$ cat src/verilog/zynq_pkg.sv
package zynq_pkg;

  ////////////////////////////////////////
  // bus widths
  ////////////////////////////////////////
  localparam int AXIL_DATA_W = 32;
  localparam int AXIL_ADDR_W = 10;
  localparam int AXIL_STRB_W = AXIL_DATA_W / 8;
  localparam int M_ADDR_W    = 32;

  // register index sits in address bits [4:2]
  localparam int CSR_IDX_LSB = 2;
  localparam int CSR_IDX_W   = 3;

  ////////////////////////////////////////
  // register map
  ////////////////////////////////////////
  localparam int NUM_CSR       = 5;
  localparam int CSR_RESET     = 0;
  localparam int CSR_SCRATCH   = 1;
  localparam int CSR_DRAM_INIT = 2;
  localparam int CSR_DRAM_BASE = 3;
  localparam int CSR_ROM_ADDR  = 4;
  localparam int STATUS_ROM    = 5;

  // 128 MiB dram window, split by cache id
  localparam int DRAM_ADDR_W = 27;
  localparam int LG_NUM_DMA  = 4;
  localparam int DRAM_PAD_W  = M_ADDR_W - LG_NUM_DMA - DRAM_ADDR_W;

  localparam int ROM_ELS    = 16;
  localparam int ROM_ADDR_W = 4;

  // machine description words
  localparam logic [AXIL_DATA_W-1:0] MACHINE_ROM [ROM_ELS] = '{
    32'h0002_0100, 32'h0000_0020, 32'h0000_0010, 32'h0000_0008,
    32'h0000_0004, 32'h0000_0002, 32'h0000_0001, 32'h0000_0040,
    32'h0000_0400, 32'h0000_0008, 32'h0000_0080, 32'h0000_1000,
    32'h0000_0200, 32'h0800_0000, 32'h0000_0010, 32'h5a5a_c3c3
  };

  typedef logic [NUM_CSR-1:0][AXIL_DATA_W-1:0] csr_bank_t;

  typedef struct packed {
    logic [LG_NUM_DMA-1:0] cache_id;
    logic [M_ADDR_W-1:0]   addr;
  } cache_req_t;

  typedef struct packed {
    logic [DRAM_PAD_W-1:0]  pad;
    logic [LG_NUM_DMA-1:0]  cache_id;
    logic [DRAM_ADDR_W-1:0] offset;
  } dram_addr_fields_t;

  typedef union packed {
    logic [M_ADDR_W-1:0] flat;
    dram_addr_fields_t   f;
  } dram_addr_u;

endpackage

$ cat src/verilog/axil_csr_read.sv
`timescale 1ns/1ps

module axil_csr_read
  import zynq_pkg::*;
(
  input  logic                   aclk,
  input  logic                   rst_n_i,
  input  csr_bank_t              csr_i,
  input  logic [AXIL_ADDR_W-1:0] s_araddr_i,
  input  logic                   s_arvalid_i,
  output logic                   s_arready_o,
  output logic [AXIL_DATA_W-1:0] s_rdata_o,
  output logic [1:0]             s_rresp_o,
  output logic                   s_rvalid_o,
  input  logic                   s_rready_i
);

  logic [CSR_IDX_W-1:0]   rd_idx;
  logic [ROM_ADDR_W-1:0]  rom_idx;
  logic [AXIL_DATA_W-1:0] rom_data;
  logic [AXIL_DATA_W-1:0] rd_word;
  logic [AXIL_DATA_W-1:0] rdata_q;
  logic                   rvalid_q;
  logic                   rd_accept;

  assign rd_idx   = s_araddr_i[CSR_IDX_LSB +: CSR_IDX_W];
  assign rom_idx  = csr_i[CSR_ROM_ADDR][ROM_ADDR_W-1:0];
  assign rom_data = MACHINE_ROM[rom_idx];

  ////////////////////////////////////////
  // readback mux
  ////////////////////////////////////////
  always_comb
  begin
    rd_word = '0;
    if (rd_idx < CSR_IDX_W'(NUM_CSR))
      rd_word = csr_i[rd_idx];
    else if (rd_idx == CSR_IDX_W'(STATUS_ROM))
      rd_word = rom_data;
  end

  assign s_arready_o = ~rvalid_q;
  assign rd_accept   = s_arvalid_i & ~rvalid_q;

  always_ff @(posedge aclk or negedge rst_n_i)
  begin
    if (!rst_n_i)
      rvalid_q <= 1'b0;
    else if (rd_accept)
      rvalid_q <= 1'b1;
    else if (s_rready_i)
      rvalid_q <= 1'b0;
  end

  // word is frozen until the host takes it
  always_ff @(posedge aclk)
  begin
    if (rd_accept)
      rdata_q <= rd_word;
  end

  assign s_rdata_o  = rdata_q;
  assign s_rresp_o  = 2'b00;
  assign s_rvalid_o = rvalid_q;

endmodule

$ cat src/verilog/axil_csr_write.sv
`timescale 1ns/1ps

module axil_csr_write
  import zynq_pkg::*;
(
  input  logic                   aclk,
  input  logic                   rst_n_i,
  input  logic [AXIL_ADDR_W-1:0] s_awaddr_i,
  input  logic                   s_awvalid_i,
  output logic                   s_awready_o,
  input  logic [AXIL_DATA_W-1:0] s_wdata_i,
  input  logic [AXIL_STRB_W-1:0] s_wstrb_i,
  input  logic                   s_wvalid_i,
  output logic                   s_wready_o,
  output logic [1:0]             s_bresp_o,
  output logic                   s_bvalid_o,
  input  logic                   s_bready_i,
  output csr_bank_t              csr_o,
  output logic [NUM_CSR-1:0]     csr_new_o
);

  logic [CSR_IDX_W-1:0] wr_idx;
  logic                 wr_accept;
  csr_bank_t            csr_q;
  logic [NUM_CSR-1:0]   csr_new_q;
  logic                 bvalid_q;

  assign wr_idx = s_awaddr_i[CSR_IDX_LSB +: CSR_IDX_W];

  // address and data are taken together, one write in flight
  assign wr_accept   = s_awvalid_i & s_wvalid_i & ~bvalid_q;
  assign s_awready_o = wr_accept;
  assign s_wready_o  = wr_accept;

  always_ff @(posedge aclk or negedge rst_n_i)
  begin
    if (!rst_n_i)
    begin
      csr_q     <= '0;
      csr_new_q <= '0;
    end
    else
    begin
      csr_new_q <= '0;
      // indices past the bank fall through untouched
      for (int r = 0; r < NUM_CSR; r++)
      begin
        if (wr_accept && wr_idx == CSR_IDX_W'(r))
        begin
          csr_new_q[r] <= 1'b1;
          for (int b = 0; b < AXIL_STRB_W; b++)
          begin
            if (s_wstrb_i[b])
              csr_q[r][8*b +: 8] <= s_wdata_i[8*b +: 8];
          end
        end
      end
    end
  end

  always_ff @(posedge aclk or negedge rst_n_i)
  begin
    if (!rst_n_i)
      bvalid_q <= 1'b0;
    else if (wr_accept)
      bvalid_q <= 1'b1;
    else if (s_bready_i)
      bvalid_q <= 1'b0;
  end

  assign s_bvalid_o = bvalid_q;
  assign s_bresp_o  = 2'b00;
  assign csr_o      = csr_q;
  assign csr_new_o  = csr_new_q;

endmodule

$ cat src/verilog/dram_addr_remap.sv
`timescale 1ns/1ps

module dram_addr_remap
  import zynq_pkg::*;
(
  input  logic                aclk,
  input  logic                rst_n_i,
  input  logic                pl_reset_i,
  input  logic [M_ADDR_W-1:0] dram_base_i,
  input  cache_req_t          req_i,
  input  logic                req_v_i,
  output logic                req_ready_o,
  output logic [M_ADDR_W-1:0] m_addr_o,
  output logic                m_valid_o,
  input  logic                m_ready_i
);

  dram_addr_u          dram_addr;
  logic                full_q;
  logic [M_ADDR_W-1:0] addr_q;
  logic                req_accept;

  ////////////////////////////////////////
  // cache id above the window offset
  ////////////////////////////////////////
  always_comb
  begin
    dram_addr.f.pad      = '0;
    dram_addr.f.cache_id = req_i.cache_id;
    dram_addr.f.offset   = req_i.addr[DRAM_ADDR_W-1:0]; 
  end

  // slot frees up in the same cycle the old entry leaves
  assign req_ready_o = ~pl_reset_i & (~full_q | m_ready_i);
  assign req_accept  = req_v_i & req_ready_o;

  always_ff @(posedge aclk or negedge rst_n_i)
  begin
    if (!rst_n_i)
      full_q <= 1'b0;
    else if (pl_reset_i)
      full_q <= 1'b0;
    else if (req_accept)
      full_q <= 1'b1;
    else if (m_ready_i)
      full_q <= 1'b0;
  end

  // base is sampled with the request
  always_ff @(posedge aclk)
  begin
    if (req_accept)
      addr_q <= dram_addr.flat + dram_base_i;
  end

  assign m_addr_o  = addr_q;
  assign m_valid_o = full_q & ~pl_reset_i;

endmodule

$ cat src/verilog/pl_reset_chain.sv
`timescale 1ns/1ps

module pl_reset_chain #(
  parameter int RESET_DEPTH = 3
)
(
  input  logic aclk,
  input  logic rst_n_i,
  input  logic sys_resetn_i,
  output logic pl_reset_o
);

  logic [RESET_DEPTH-1:0] chain_q;

  // comes up held in reset until the host releases it
  always_ff @(posedge aclk or negedge rst_n_i)
  begin
    if (!rst_n_i)
      chain_q <= '1;
    else
    begin
      chain_q[0] <= ~sys_resetn_i;
      for (int i = 1; i < RESET_DEPTH; i++)
        chain_q[i] <= chain_q[i-1];
    end
  end

  assign pl_reset_o = chain_q[RESET_DEPTH-1];

endmodule

$ cat src/verilog/zynq_pl_top.sv
`timescale 1ns/1ps

module zynq_pl_top
  import zynq_pkg::*;
#(
  parameter int RESET_DEPTH = 3
)
(
  input  logic                   aclk,
  input  logic                   rst_n_i,

  input  logic [AXIL_ADDR_W-1:0] s_awaddr_i,
  input  logic                   s_awvalid_i,
  output logic                   s_awready_o,
  input  logic [AXIL_DATA_W-1:0] s_wdata_i,
  input  logic [AXIL_STRB_W-1:0] s_wstrb_i,
  input  logic                   s_wvalid_i,
  output logic                   s_wready_o,
  output logic [1:0]             s_bresp_o,
  output logic                   s_bvalid_o,
  input  logic                   s_bready_i,
  input  logic [AXIL_ADDR_W-1:0] s_araddr_i,
  input  logic                   s_arvalid_i,
  output logic                   s_arready_o,
  output logic [AXIL_DATA_W-1:0] s_rdata_o,
  output logic [1:0]             s_rresp_o,
  output logic                   s_rvalid_o,
  input  logic                   s_rready_i,

  input  cache_req_t             aw_req_i,
  input  logic                   aw_req_v_i,
  output logic                   aw_req_ready_o,
  output logic [M_ADDR_W-1:0]    m_awaddr_o,
  output logic                   m_awvalid_o,
  input  logic                   m_awready_i,

  input  cache_req_t             ar_req_i,
  input  logic                   ar_req_v_i,
  output logic                   ar_req_ready_o,
  output logic [M_ADDR_W-1:0]    m_araddr_o,
  output logic                   m_arvalid_o,
  input  logic                   m_arready_i
);

  csr_bank_t csr;
  logic      pl_reset;

  ////////////////////////////////////////
  // host register shell
  ////////////////////////////////////////
  // new-data strobes have no consumer in this design
  axil_csr_write csr_write (
    .aclk       (aclk),
    .rst_n_i    (rst_n_i),
    .s_awaddr_i (s_awaddr_i),
    .s_awvalid_i(s_awvalid_i),
    .s_awready_o(s_awready_o),
    .s_wdata_i  (s_wdata_i),
    .s_wstrb_i  (s_wstrb_i),
    .s_wvalid_i (s_wvalid_i),
    .s_wready_o (s_wready_o),
    .s_bresp_o  (s_bresp_o),
    .s_bvalid_o (s_bvalid_o),
    .s_bready_i (s_bready_i),
    .csr_o      (csr),
    .csr_new_o  ()
  );

  axil_csr_read csr_read (
    .aclk       (aclk),
    .rst_n_i    (rst_n_i),
    .csr_i      (csr),
    .s_araddr_i (s_araddr_i),
    .s_arvalid_i(s_arvalid_i),
    .s_arready_o(s_arready_o),
    .s_rdata_o  (s_rdata_o),
    .s_rresp_o  (s_rresp_o),
    .s_rvalid_o (s_rvalid_o),
    .s_rready_i (s_rready_i)
  );

  // bit 0 of register 0 is the active-low system reset
  pl_reset_chain #(
    .RESET_DEPTH(RESET_DEPTH)
  ) reset_chain (
    .aclk        (aclk),
    .rst_n_i     (rst_n_i),
    .sys_resetn_i(csr[CSR_RESET][0]),
    .pl_reset_o  (pl_reset)
  );

  ////////////////////////////////////////
  // dram address remap
  ////////////////////////////////////////
  dram_addr_remap aw_remap (
    .aclk       (aclk),
    .rst_n_i    (rst_n_i),
    .pl_reset_i (pl_reset),
    .dram_base_i(csr[CSR_DRAM_BASE]),
    .req_i      (aw_req_i),
    .req_v_i    (aw_req_v_i),
    .req_ready_o(aw_req_ready_o),
    .m_addr_o   (m_awaddr_o),
    .m_valid_o  (m_awvalid_o),
    .m_ready_i  (m_awready_i)
  );

  dram_addr_remap ar_remap (
    .aclk       (aclk),
    .rst_n_i    (rst_n_i),
    .pl_reset_i (pl_reset),
    .dram_base_i(csr[CSR_DRAM_BASE]),
    .req_i      (ar_req_i),
    .req_v_i    (ar_req_v_i),
    .req_ready_o(ar_req_ready_o),
    .m_addr_o   (m_araddr_o),
    .m_valid_o  (m_arvalid_o),
    .m_ready_i  (m_arready_i)
  );

endmodule
$ cat config.mk
export PLATFORM = sky130hd
export DESIGN_NAME = zynq_pl_top
export DESIGN_NICKNAME = d
export VERILOG_FILES = /design/src/verilog/zynq_pkg.sv /design/src/verilog/axil_csr_read.sv /design/src/verilog/axil_csr_write.sv /design/src/verilog/dram_addr_remap.sv /design/src/verilog/pl_reset_chain.sv /design/src/verilog/zynq_pl_top.sv
export SDC_FILE = /design/constraint.sdc
export NUM_CORES = 1
export LEC_CHECK = 0
export BUFFER_PORTS_ARGS = -buffer_cell sky130_fd_sc_hd__clkbuf_2
export CAP_MARGIN = 10
export CORE_ASPECT_RATIO = 0.7
export CORE_UTILIZATION = 51
export CTS_BUF_LIST = sky130_fd_sc_hd__clkbuf_8 sky130_fd_sc_hd__clkbuf_16
export DETAILED_ROUTE_END_ITERATION = 8
export PLACE_DENSITY = 0.77
export SYNTH_ARGS = -nofsm -noshare
export SYNTH_HDL_FRONTEND = slang
export SYNTH_SLANG_ARGS = --single-unit
$ cat constraint.sdc
create_clock -name aclk -period 2.9 [get_ports aclk]
set_input_delay 0.145 -clock aclk [delete_from_list [all_inputs] [get_ports aclk]]
set_output_delay 0.145 -clock aclk [all_outputs]
set_load 0.01 [all_outputs]
==> metrics.cfg, run 1 <==
[power_and_ir_drop]
power_mw=11.6
power_density_nw_per_um2=684
vdd_drop_max_mv=0.499
power.leakage_nw=7.93

[logic_synthesis]
synth_cell_types=69
yosysTopAreaCell=dfrtp_1
synth_mux_area_share_pct=17.4
synth_compound_area_share_pct=12.0
ys_ff_latch=263
synth-async-reset-ratio_pct=63.5
yosysMostFrequentCell=dfrtp_1
syn_inst=1087
synth_top_family_by_area=multiplexers
synthSimpleGateAreaFrac_pct=6.97
synth-main-ff-cell=dfrtp_1
synth_common_cells=dfrtp_1, mux2_2, edfxtp_1
yosysTopAreaCellShare_pct=30.1
synth_fa_ha_area_share_pct=6.34
synth_edf_count=96
avgSynthCellArea_sq_um=12.6
synth_area_sq_um=13700
yosysSeqAreaShare_pct=51.8
synth_warnings=0
synth-xor-area-share_pct=3.53
synth_area_leaders=dfrtp_1, edfxtp_1, mux2_2, ha_1, mux4_2

[sta]
setup_viol=0
holdWs_ns=0.0799
fin_crit_sh_pct=96.3
finalHoldViolCount=0
max_slew_margin_pct=46.3
slew_viol_final=0
skew_ns=0.0158
worst_pin_slew_ns=0.805
min_period_ns=2.79
maxClockFrequency_mhz=358
finalSetupTns_ns=0

[drt]
drc=0
drt_iter0_markers=769
routed_wl_um=36700
post_drt_wl_per_cell_um=20.7
dr_total_vias=10100
firstDrtPassIters=6
ant_nets=0
vias_per_cell=5.72

[worst_setup_path]
cp.arrival_ns=3.07
r2r_start=csr_write.csr_o[96]$_DFFE_PN0P_
rr_worst_depth=12
rrSetupSlack_ns=0.11
crit_path_start_kind=flip-flop
crit_type=reg -> reg
endpoint_kind=flip-flop
cp_max_fo=3
r2r_end=aw_remap.m_addr_o[20]$_DFFE_PP_
required_ns=3.17

[layout]
antenna_cells=0
stdcell_area_sq_um=16900
drive_above_1_share_pct=37.4
area_growth_pct=24.0
num-nets-final=1600
post-route-util_pct=65.1
fillers=2032

[die]
num_rows=49
core-area_sq_um=26000
die_w_um=198
die_area_sq_um=27400
start_util_pct=52.5
chipHeight_um=139
ios=248

[cts]
ctsLongestPathBuffers=3
numCtsBuffers=27
cts_root_buf=clkbuf_16
cts_sinks=263
htreeDepth=1
clk_latency_ns=0.54
clk_pin_slew_worst_paths_ns=0.07
cts_tree=done

[place]
port-buffer-count=219
place_area_sq_um=15400
dpl.hpwl_um=26400
gp_congestion=0.978

[grt]
grt_antenna_before_repair=0
grt_max_degree=85
grt_pass1_vias=9858
grt_use_total_pct=26.4
grt.overflow.total=0
grt_pass1_wl_um=55400

[flow_run]
drv_cap=0

[status]
status=completed

[hold_path]
worst_hold_path_type=in -> reg
holdPathStages=2
hold_path_end=csr_read.s_rdata_o[17]$_DFFE_PP_
min_from=s_arvalid_i

## critical path, stage by stage, from the launching register on
cell and delay [ns]:
dfrtp_1 0.42, ha_1 0.23, fa_2 0.35, a21o_1 0.20, a21oi_2 0.17, o21a_1 0.16, o21ai_1 0.13, buf_4 0.18
nand2_1 0.06, a21oi_1 0.11, a211o_1 0.30, a21oi_2 0.15, xnor2_1 0.07
## per-layer routing
layer	routed length [um]	vias up	track usage, %
met1	17400	5003	40.7
li1	-	4707	-
met3	2860	41	5.37
met2	16000	385	38.7
met5	0	-	0
met4	483	0	4.73
## sequential cells by signal, indices dropped and copies added, names as in the netlist
register              cells
csr_write.csr_o         160
ar_remap.full_q           1
aw_remap.full_q           1
ar_remap.m_addr_o        32
csr_write.s_bvalid_o      1
reset_chain.chain_q       3
csr_read.s_rvalid_o       1
aw_remap.m_addr_o        32
csr_read.s_rdata_o       32
## logic make-up (layout without fill, tap and decap cells)
group,Yosys count,in the layout
flops,263,263
compound gates,243,243
simple gates,198,198
mux,193,193
fa+ha+maj,68,68
buf+inv,66,390
xor+xnor,55,55
other cells,1,4
## layout make-up
class / instances / area (sq um) / share of cell area (%)
flip-flops and latches: 263 / 7070 / 41.8
clock inverters: 17 / 163 / 0.961
multi-input cells: 761 / 6420 / 37.9
well taps: 357 / 447 / 2.64
inverters: 29 / 109 / 0.643
repair buffers: 311 / 1940 / 11.5
clock buffers: 33 / 781 / 4.61
## stage by stage
stage                     setup slack (ns)  std cells
after floorplan                      0.224       1090
after global placement             -0.0467       1676
after detailed placement           -0.0317       1676
after CTS                          0.00608       1770
after global routing               -0.0104       1771
final                                0.106       1771
## layout by cell type (no fill, tap or decap), types with 6 or more instances in the layout
cell type      count
a21oi_1           43
nor2_1            48
dfrtp_1          161
buf_4             45
xor2_1            22
xnor2_1           33
mux2i_1           13
nand2_1           61
ha_1              64
clkbuf_16         29
and3_1             8
o221ai_1          12
o21a_1            19
nand3_1           19
nand4_1            9
clkbuf_2         218
a31oi_1            8
inv_1             34
a21oi_2            7
o21bai_1           6
mux2_2           160
a21o_1            37
dlygate4sd3_1     44
edfxtp_1          96
nor2b_1           12
o211ai_1           6
nand2b_1           6
mux4_2            20
o21ai_0           61
and2_1             6
## power breakdown
| part | internal, mW | switching, mW |
|---|---|---|
| Clock | 2.18 | 1.47 |
| Sequential | 4.56 | 0.399 |
| Combinational | 1.45 | 1.51 |
| Total | 8.19 | 3.39 |
## worst max path at each step
stage                                           end  slack, ns                            start  cells after the start
global route        aw_remap.m_addr_o[20]$_DFFE_PP_      -0.01  csr_write.csr_o[96]$_DFFE_PN0P_                     12
detailed placement  aw_remap.m_addr_o[30]$_DFFE_PP_      -0.03  csr_write.csr_o[96]$_DFFE_PN0P_                     11
floorplan           aw_remap.m_addr_o[30]$_DFFE_PP_       0.22  csr_write.csr_o[96]$_DFFE_PN0P_                     11
finish              aw_remap.m_addr_o[20]$_DFFE_PP_       0.11  csr_write.csr_o[96]$_DFFE_PN0P_                     12
CTS                 ar_remap.m_addr_o[26]$_DFFE_PP_      0.006  csr_write.csr_o[96]$_DFFE_PN0P_                     11
global placement    aw_remap.m_addr_o[30]$_DFFE_PP_      -0.05  csr_write.csr_o[96]$_DFFE_PN0P_                     11
## timing repair
action,4_1_cts,5_1_grt
setup endpoints to repair,1,15
hold buffers,44,0
resized for setup,1,21
endpoints found under the hold margin,245,0
setup buffers,0,1
pin swaps,0,5
(Power assumes the default switching activity.)
==> inputs of run 2 (changes only) <==
--- a/config.mk
+++ b/config.mk
@@ -5,7 +5,7 @@
 export SDC_FILE = /design/constraint.sdc
 export NUM_CORES = 1
 export LEC_CHECK = 0
-export BUFFER_PORTS_ARGS = -buffer_cell sky130_fd_sc_hd__clkbuf_2
+export BUFFER_PORTS_ARGS = -buffer_cell sky130_fd_sc_hd__buf_2
 export CAP_MARGIN = 10
 export CORE_ASPECT_RATIO = 0.7
 export CORE_UTILIZATION = 51
==> constraint.sdc (replaced) <==
create_clock -name aclk -period 2.9 [get_ports aclk]
set_input_delay 0.58 -clock aclk [delete_from_list [all_inputs] [get_ports aclk]]
set_output_delay 0.58 -clock aclk [all_outputs]
set_load 0.01 [all_outputs]
==> metrics.cfg, run 2 (same netlist as run 1, synthesis figures left out) <==
[worst_setup_path]
cp_max_fo=3
rrSetupSlack_ns=0.09
crit_path_cell_trace=ha_1 -> fa_1 -> a21oi_2 -> o21ai_1 -> a31oi_1 -> buf_4 -> a21oi_1 -> o21a_1 -> a41oi_2 -> nor2b_2 -> xnor2_1
r2r_start=csr_write.csr_o[96]$_DFFE_PN0P_
crit_type=reg -> reg
cpPeakStageDelay_ns=0.45
rr_worst_depth=11
crit_start=csr_write.csr_o[96]$_DFFE_PN0P_
cp.arrival_ns=3.11
slowest_stage=dfrtp_2
required_ns=3.20
r2r_end=ar_remap.m_addr_o[26]$_DFFE_PP_
endpoint_kind=flip-flop
crit_path_start_kind=flip-flop

[drt]
ant_nets=0
dr_total_vias=10200
firstDrtPassIters=5
drt_iter0_markers=740
vias_per_cell=5.77
post_drt_wl_per_cell_um=21.0
drc=0
routed_wl_um=37100

[sta]
maxClockFrequency_mhz=356
skew_ns=0.0147
finalSetupTns_ns=0
fin_crit_sh_pct=97.0
holdWs_ns=0.0750
max_slew_margin_pct=51.3
setup_viol=0
slew_viol_final=0
layout_setup_ws_ns=0.0879
finalHoldViolCount=0
min_period_ns=2.81
worst_pin_slew_ns=0.731

[place]
dpl.hpwl_um=27300
gp_congestion=0.916
place_ws_ns=-0.390
place_area_sq_um=15700
port-buffer-count=219

[grt]
grt.overflow.total=0
grt_antenna_before_repair=6
grt_pass1_wl_um=57100
grt_max_degree=73
grt_pass1_vias=10200
grt_use_total_pct=27.1

[die]
die_area_sq_um=27400
die_w_um=198
core-area_sq_um=26000
ios=248
start_util_pct=52.5
chipHeight_um=139
num_rows=49

[layout]
post-route-util_pct=64.2
num-nets-final=1593
area_growth_pct=22.2
stdcell_area_sq_um=16700
drive_above_1_share_pct=39.9
layout_commonest_cell=buf_2
fillers=2093
final_cell_mix=buf_2, mux2_2, dfrtp_1, edfxtp_1, buf_4
largest_reg_flops=160

[power_and_ir_drop]
power_density_nw_per_um2=678
vdd_drop_max_mv=0.464
power.leakage_nw=7.85

[cts]
ctsLongestPathBuffers=3
cts_tree=done
cts_root_buf=clkbuf_16
htreeDepth=1
cts_sinks=263
clk_latency_ns=0.55
clk_pin_slew_worst_paths_ns=0.06
numCtsBuffers=27
post_cts_buffers=0

[hold_path]
worst_hold_path_type=in -> async

[status]
status=completed

[flow_run]
drv_cap=0

==> run 2: cell types whose count changed in the layout (fill, tap and decap cells not counted), sizes merged <==
cell	before	now
clkbuf	251	31
bufinv	3	0
inv	37	43
dlygate4sd3	44	0
buf	49	304
clkinvlp	1	0
diode	0	5
==> run 2: worst max-delay path, delay by kind of cell, from the launching register on <==
family          cells  cell delay (ns)
simple gates        1             0.18
fa+ha+maj           2             0.68
buf+inv             1             0.14
flops               1             0.45
compound gates      6             1.03
xor+xnor            1             0.07
==> run 2: worst max-delay path by stage <==
stage | slack, ns | to | cells after the start
2_1_floorplan | 0.03 | aw_remap.m_addr_o[30]$_DFFE_PP_ | 11
3_3_place_gp | -0.36 | aw_remap.m_addr_o[30]$_DFFE_PP_ | 12
3_5_place_dp | -0.39 | aw_remap.m_addr_o[30]$_DFFE_PP_ | 12
4_1_cts | 0.008 | ar_remap.m_addr_o[26]$_DFFE_PP_ | 11
5_1_grt | -0.02 | ar_remap.m_addr_o[26]$_DFFE_PP_ | 11
6_report | 0.09 | ar_remap.m_addr_o[26]$_DFFE_PP_ | 11
==> run 2: area by class of cell <==
cell class	instances	area, sq um	share of cell area [%]
Antenna cell	5	12.5	0.0750
Clock buffer	31	731	4.38
Clock inverter	19	100	0.600
Inverter	29	109	0.652
Multi-Input combinational cell	761	6440	38.6
Sequential cell	263	7070	42.4
Tap cell	357	447	2.68
Timing Repair Buffer	304	1780	10.7
==> run 2: through the flow <==
stage,std cells,power [mW]
floorplan,1090,6.85
global route,1767,11.9
finish,1769,11.3
global placement,1714,7.85
detailed placement,1714,8.00
CTS,1764,11.3
==> run 2: report_power, final <==
group	internal, mW	switching [mW]
registers	4.56	0.404
clock network	1.80	1.47
logic	1.53	1.54
==> run 2: layer usage <==
metal	part of all wire (%)	global-route usage [%]	wire length (um)	vias up
li1	-	-	-	4692
met1	47	42.1	17500	5077
met2	43	39.0	15900	369
met3	8.0	5.30	2980	62
met4	1.9	6.04	720	2
met5	0.032	0	12	-
==> run 2: what timing repair did <==
action,CTS,global route
resized for setup,7,20
pin swaps,1,5
endpoints found under the hold margin,0,0
endpoints found under the setup margin,5,15
hold buffers,0,0
==> inputs of run 3 (changes only) <==
--- a/config.mk
+++ b/config.mk
@@ -11,7 +11,7 @@
 export CORE_UTILIZATION = 51
 export CTS_BUF_LIST = sky130_fd_sc_hd__clkbuf_8 sky130_fd_sc_hd__clkbuf_16
 export DETAILED_ROUTE_END_ITERATION = 8
-export PLACE_DENSITY = 0.77
+export PLACE_DENSITY = 0.87
 export SYNTH_ARGS = -nofsm -noshare
 export SYNTH_HDL_FRONTEND = slang
 export SYNTH_SLANG_ARGS = --single-unit
==> metrics.cfg, run 3 (same netlist as run 1, synthesis figures left out) <==
[status]
status=complete, but fails checks
violations=negative hold slack

[sta]
skew_ns=0.00853
slew_viol_final=0
worst_pin_slew_ns=0.590
finalSetupTns_ns=0
min_period_ns=2.81
rsz0062_at_grt=true
setup_viol=0
maxClockFrequency_mhz=356
fin_crit_sh_pct=96.8
holdWs_ns=-0.00482
max_slew_margin_pct=60.7
finalHoldViolCount=1

[place]
dpl.hpwl_um=27400
gp_congestion=0.947
place_inst=1705
port-buffer-count=219
place_area_sq_um=15700

[worst_setup_path]
crit_path_start_kind=flip-flop
cp.arrival_ns=3.09
crit_type=reg -> reg
cp_max_fo=3
required_ns=3.18
endpoint_kind=flip-flop

[power_and_ir_drop]
power.leakage_nw=7.80
power_density_nw_per_um2=685
swShare_pct=29.5
p_seq_share_pct=43.6
power_mw=11.4
switchingPower_mw=3.36
p_int_mw=8.03
p_clk_share_pct=29.8
vdd_drop_max_mv=0.430
comb_power_share_pct=26.6

[hold_path]
worst_hold_path_type=in -> async

[layout]
drive_above_1_share_pct=39.7
num-nets-final=1583
stdcell_area_sq_um=16600
layout.cells.non_filler=1755
largest_reg_flops=160
post-route-util_pct=64.0
fillers=1977
area_growth_pct=21.8
final_cell_mix=buf_2, mux2_2, dfrtp_1, edfxtp_1, buf_4
layout_commonest_cell=buf_2

[drt]
routed_wl_um=36800
post_drt_wl_per_cell_um=21.0
drt_iter0_markers=765
dr_total_vias=10300
drc=0
ant_nets=0
vias_per_cell=5.86
firstDrtPassIters=6

[cts]
cts_sinks=263
clk_latency_ns=0.54
htreeDepth=1
post_cts_buffers=0
cts_tree=done
ctsLongestPathBuffers=3
hold_buffers=0
numCtsBuffers=26
clk_pin_slew_worst_paths_ns=0.06
cts_root_buf=clkbuf_16

[die]
start_util_pct=52.5
die_w_um=198
chipHeight_um=139
ios=248
num_rows=49
core-area_sq_um=26000
die_area_sq_um=27400

[grt]
grt_max_degree=58
grt_use_total_pct=27.1
grt_pass1_vias=10200
grt_pass1_wl_um=56900
grt.overflow.total=0
grt_antenna_before_repair=8

[flow_run]
drv_cap=0

## run 3: cell count changes in the layout (fill, tap and decap cells not counted), sizes merged
cell    delta
inv        -5
bufinv     +3
clkinv     +1
clkbuf     -2
diode      -2
buf        -9
## run 3: critical path: stages (launching register included)
cell	delay, ns
dfrtp_2	0.46
ha_4	0.18
fa_2	0.35
a21o_1	0.20
a21oi_2	0.13
buf_4	0.13
o21a_1	0.17
o21ai_2	0.11
buf_6	0.15
nand2_2	0.06
a21oi_2	0.08
a211o_1	0.30
a21oi_2	0.15
xnor2_1	0.07
## run 3: final timing paths
check	from	endpoint	slack, ns	depth (start not counted)
setup / recovery	csr_write.csr_o[96]$_DFFE_PN0P_	aw_remap.m_addr_o[20]$_DFFE_PP_	0.09	13
hold / removal	rst_n_i	csr_read.s_rvalid_o$_DFFE_PN0P_	-0.005	1
setup reg to reg	csr_write.csr_o[96]$_DFFE_PN0P_	aw_remap.m_addr_o[20]$_DFFE_PP_	0.09	13
hold reg to reg	reset_chain.chain_q[1]$_DFF_PN1_	reset_chain.chain_q[2]$_DFF_PN1_	0.36	0
max in group asynchronous	rst_n_i	csr_write.csr_o[114]$_DFFE_PN0P_	2.15	2
min in group aclk	s_rready_i	csr_read.s_rvalid_o$_DFFE_PN0P_	0.20	2
## run 3: repair_timing
item / in CTS / in global routing
gates resized for setup: 6 / 28
gates cloned: 0 / 0
pin swaps: 0 / 9
endpoints found under the hold margin: 0 / 0
endpoints found under the setup margin: 8 / 12
## run 3: cell type report
| type | instances | area (sq um) | area share [%] |
|---|---|---|---|
| inverters | 29 | 109 | 0.655 |
| clock buffers | 29 | 692 | 4.16 |
| repair buffers | 295 | 1700 | 10.2 |
| well taps | 357 | 447 | 2.69 |
| flip-flops and latches | 263 | 7070 | 42.5 |
| diodes | 3 | 7.51 | 0.0451 |
| clock inverters | 18 | 163 | 0.978 |
| multi-input cells | 761 | 6440 | 38.7 |
## run 3: power by group through the flow
stage | clock, mW | combinational [mW] | sequential (mW)
after floorplan | 0 | 1.93 | 4.91
after CTS | 3.43 | 2.97 | 4.95
after global placement | 0 | 2.82 | 4.98
after global routing | 3.60 | 3.33 | 5.02
final | 3.39 | 3.03 | 4.97
after detailed placement | 0 | 2.93 | 5.02
## run 3: per-layer routing
layer	global-route usage [%]	up-vias	wire length, um
li1	-	4685	-
met4	5.47	8	585
met5	0	-	46
met2	40.4	409	16100
met3	6.27	51	3390
met1	40.6	5140	16700
## run 3: metrics by stage
| step | hold slack, ns | worst slack, ns |
|---|---|---|
| 2_1_floorplan | 0.284 | 0.0264 |
| 3_3_place_gp | 0.347 | -0.333 |
| 3_5_place_dp | 0.347 | -0.324 |
| 4_1_cts | 0.00607 | 0.00302 |
| 5_1_grt | 0.0278 | -0.0548 |
| 6_report | -0.00482 | 0.0928 |
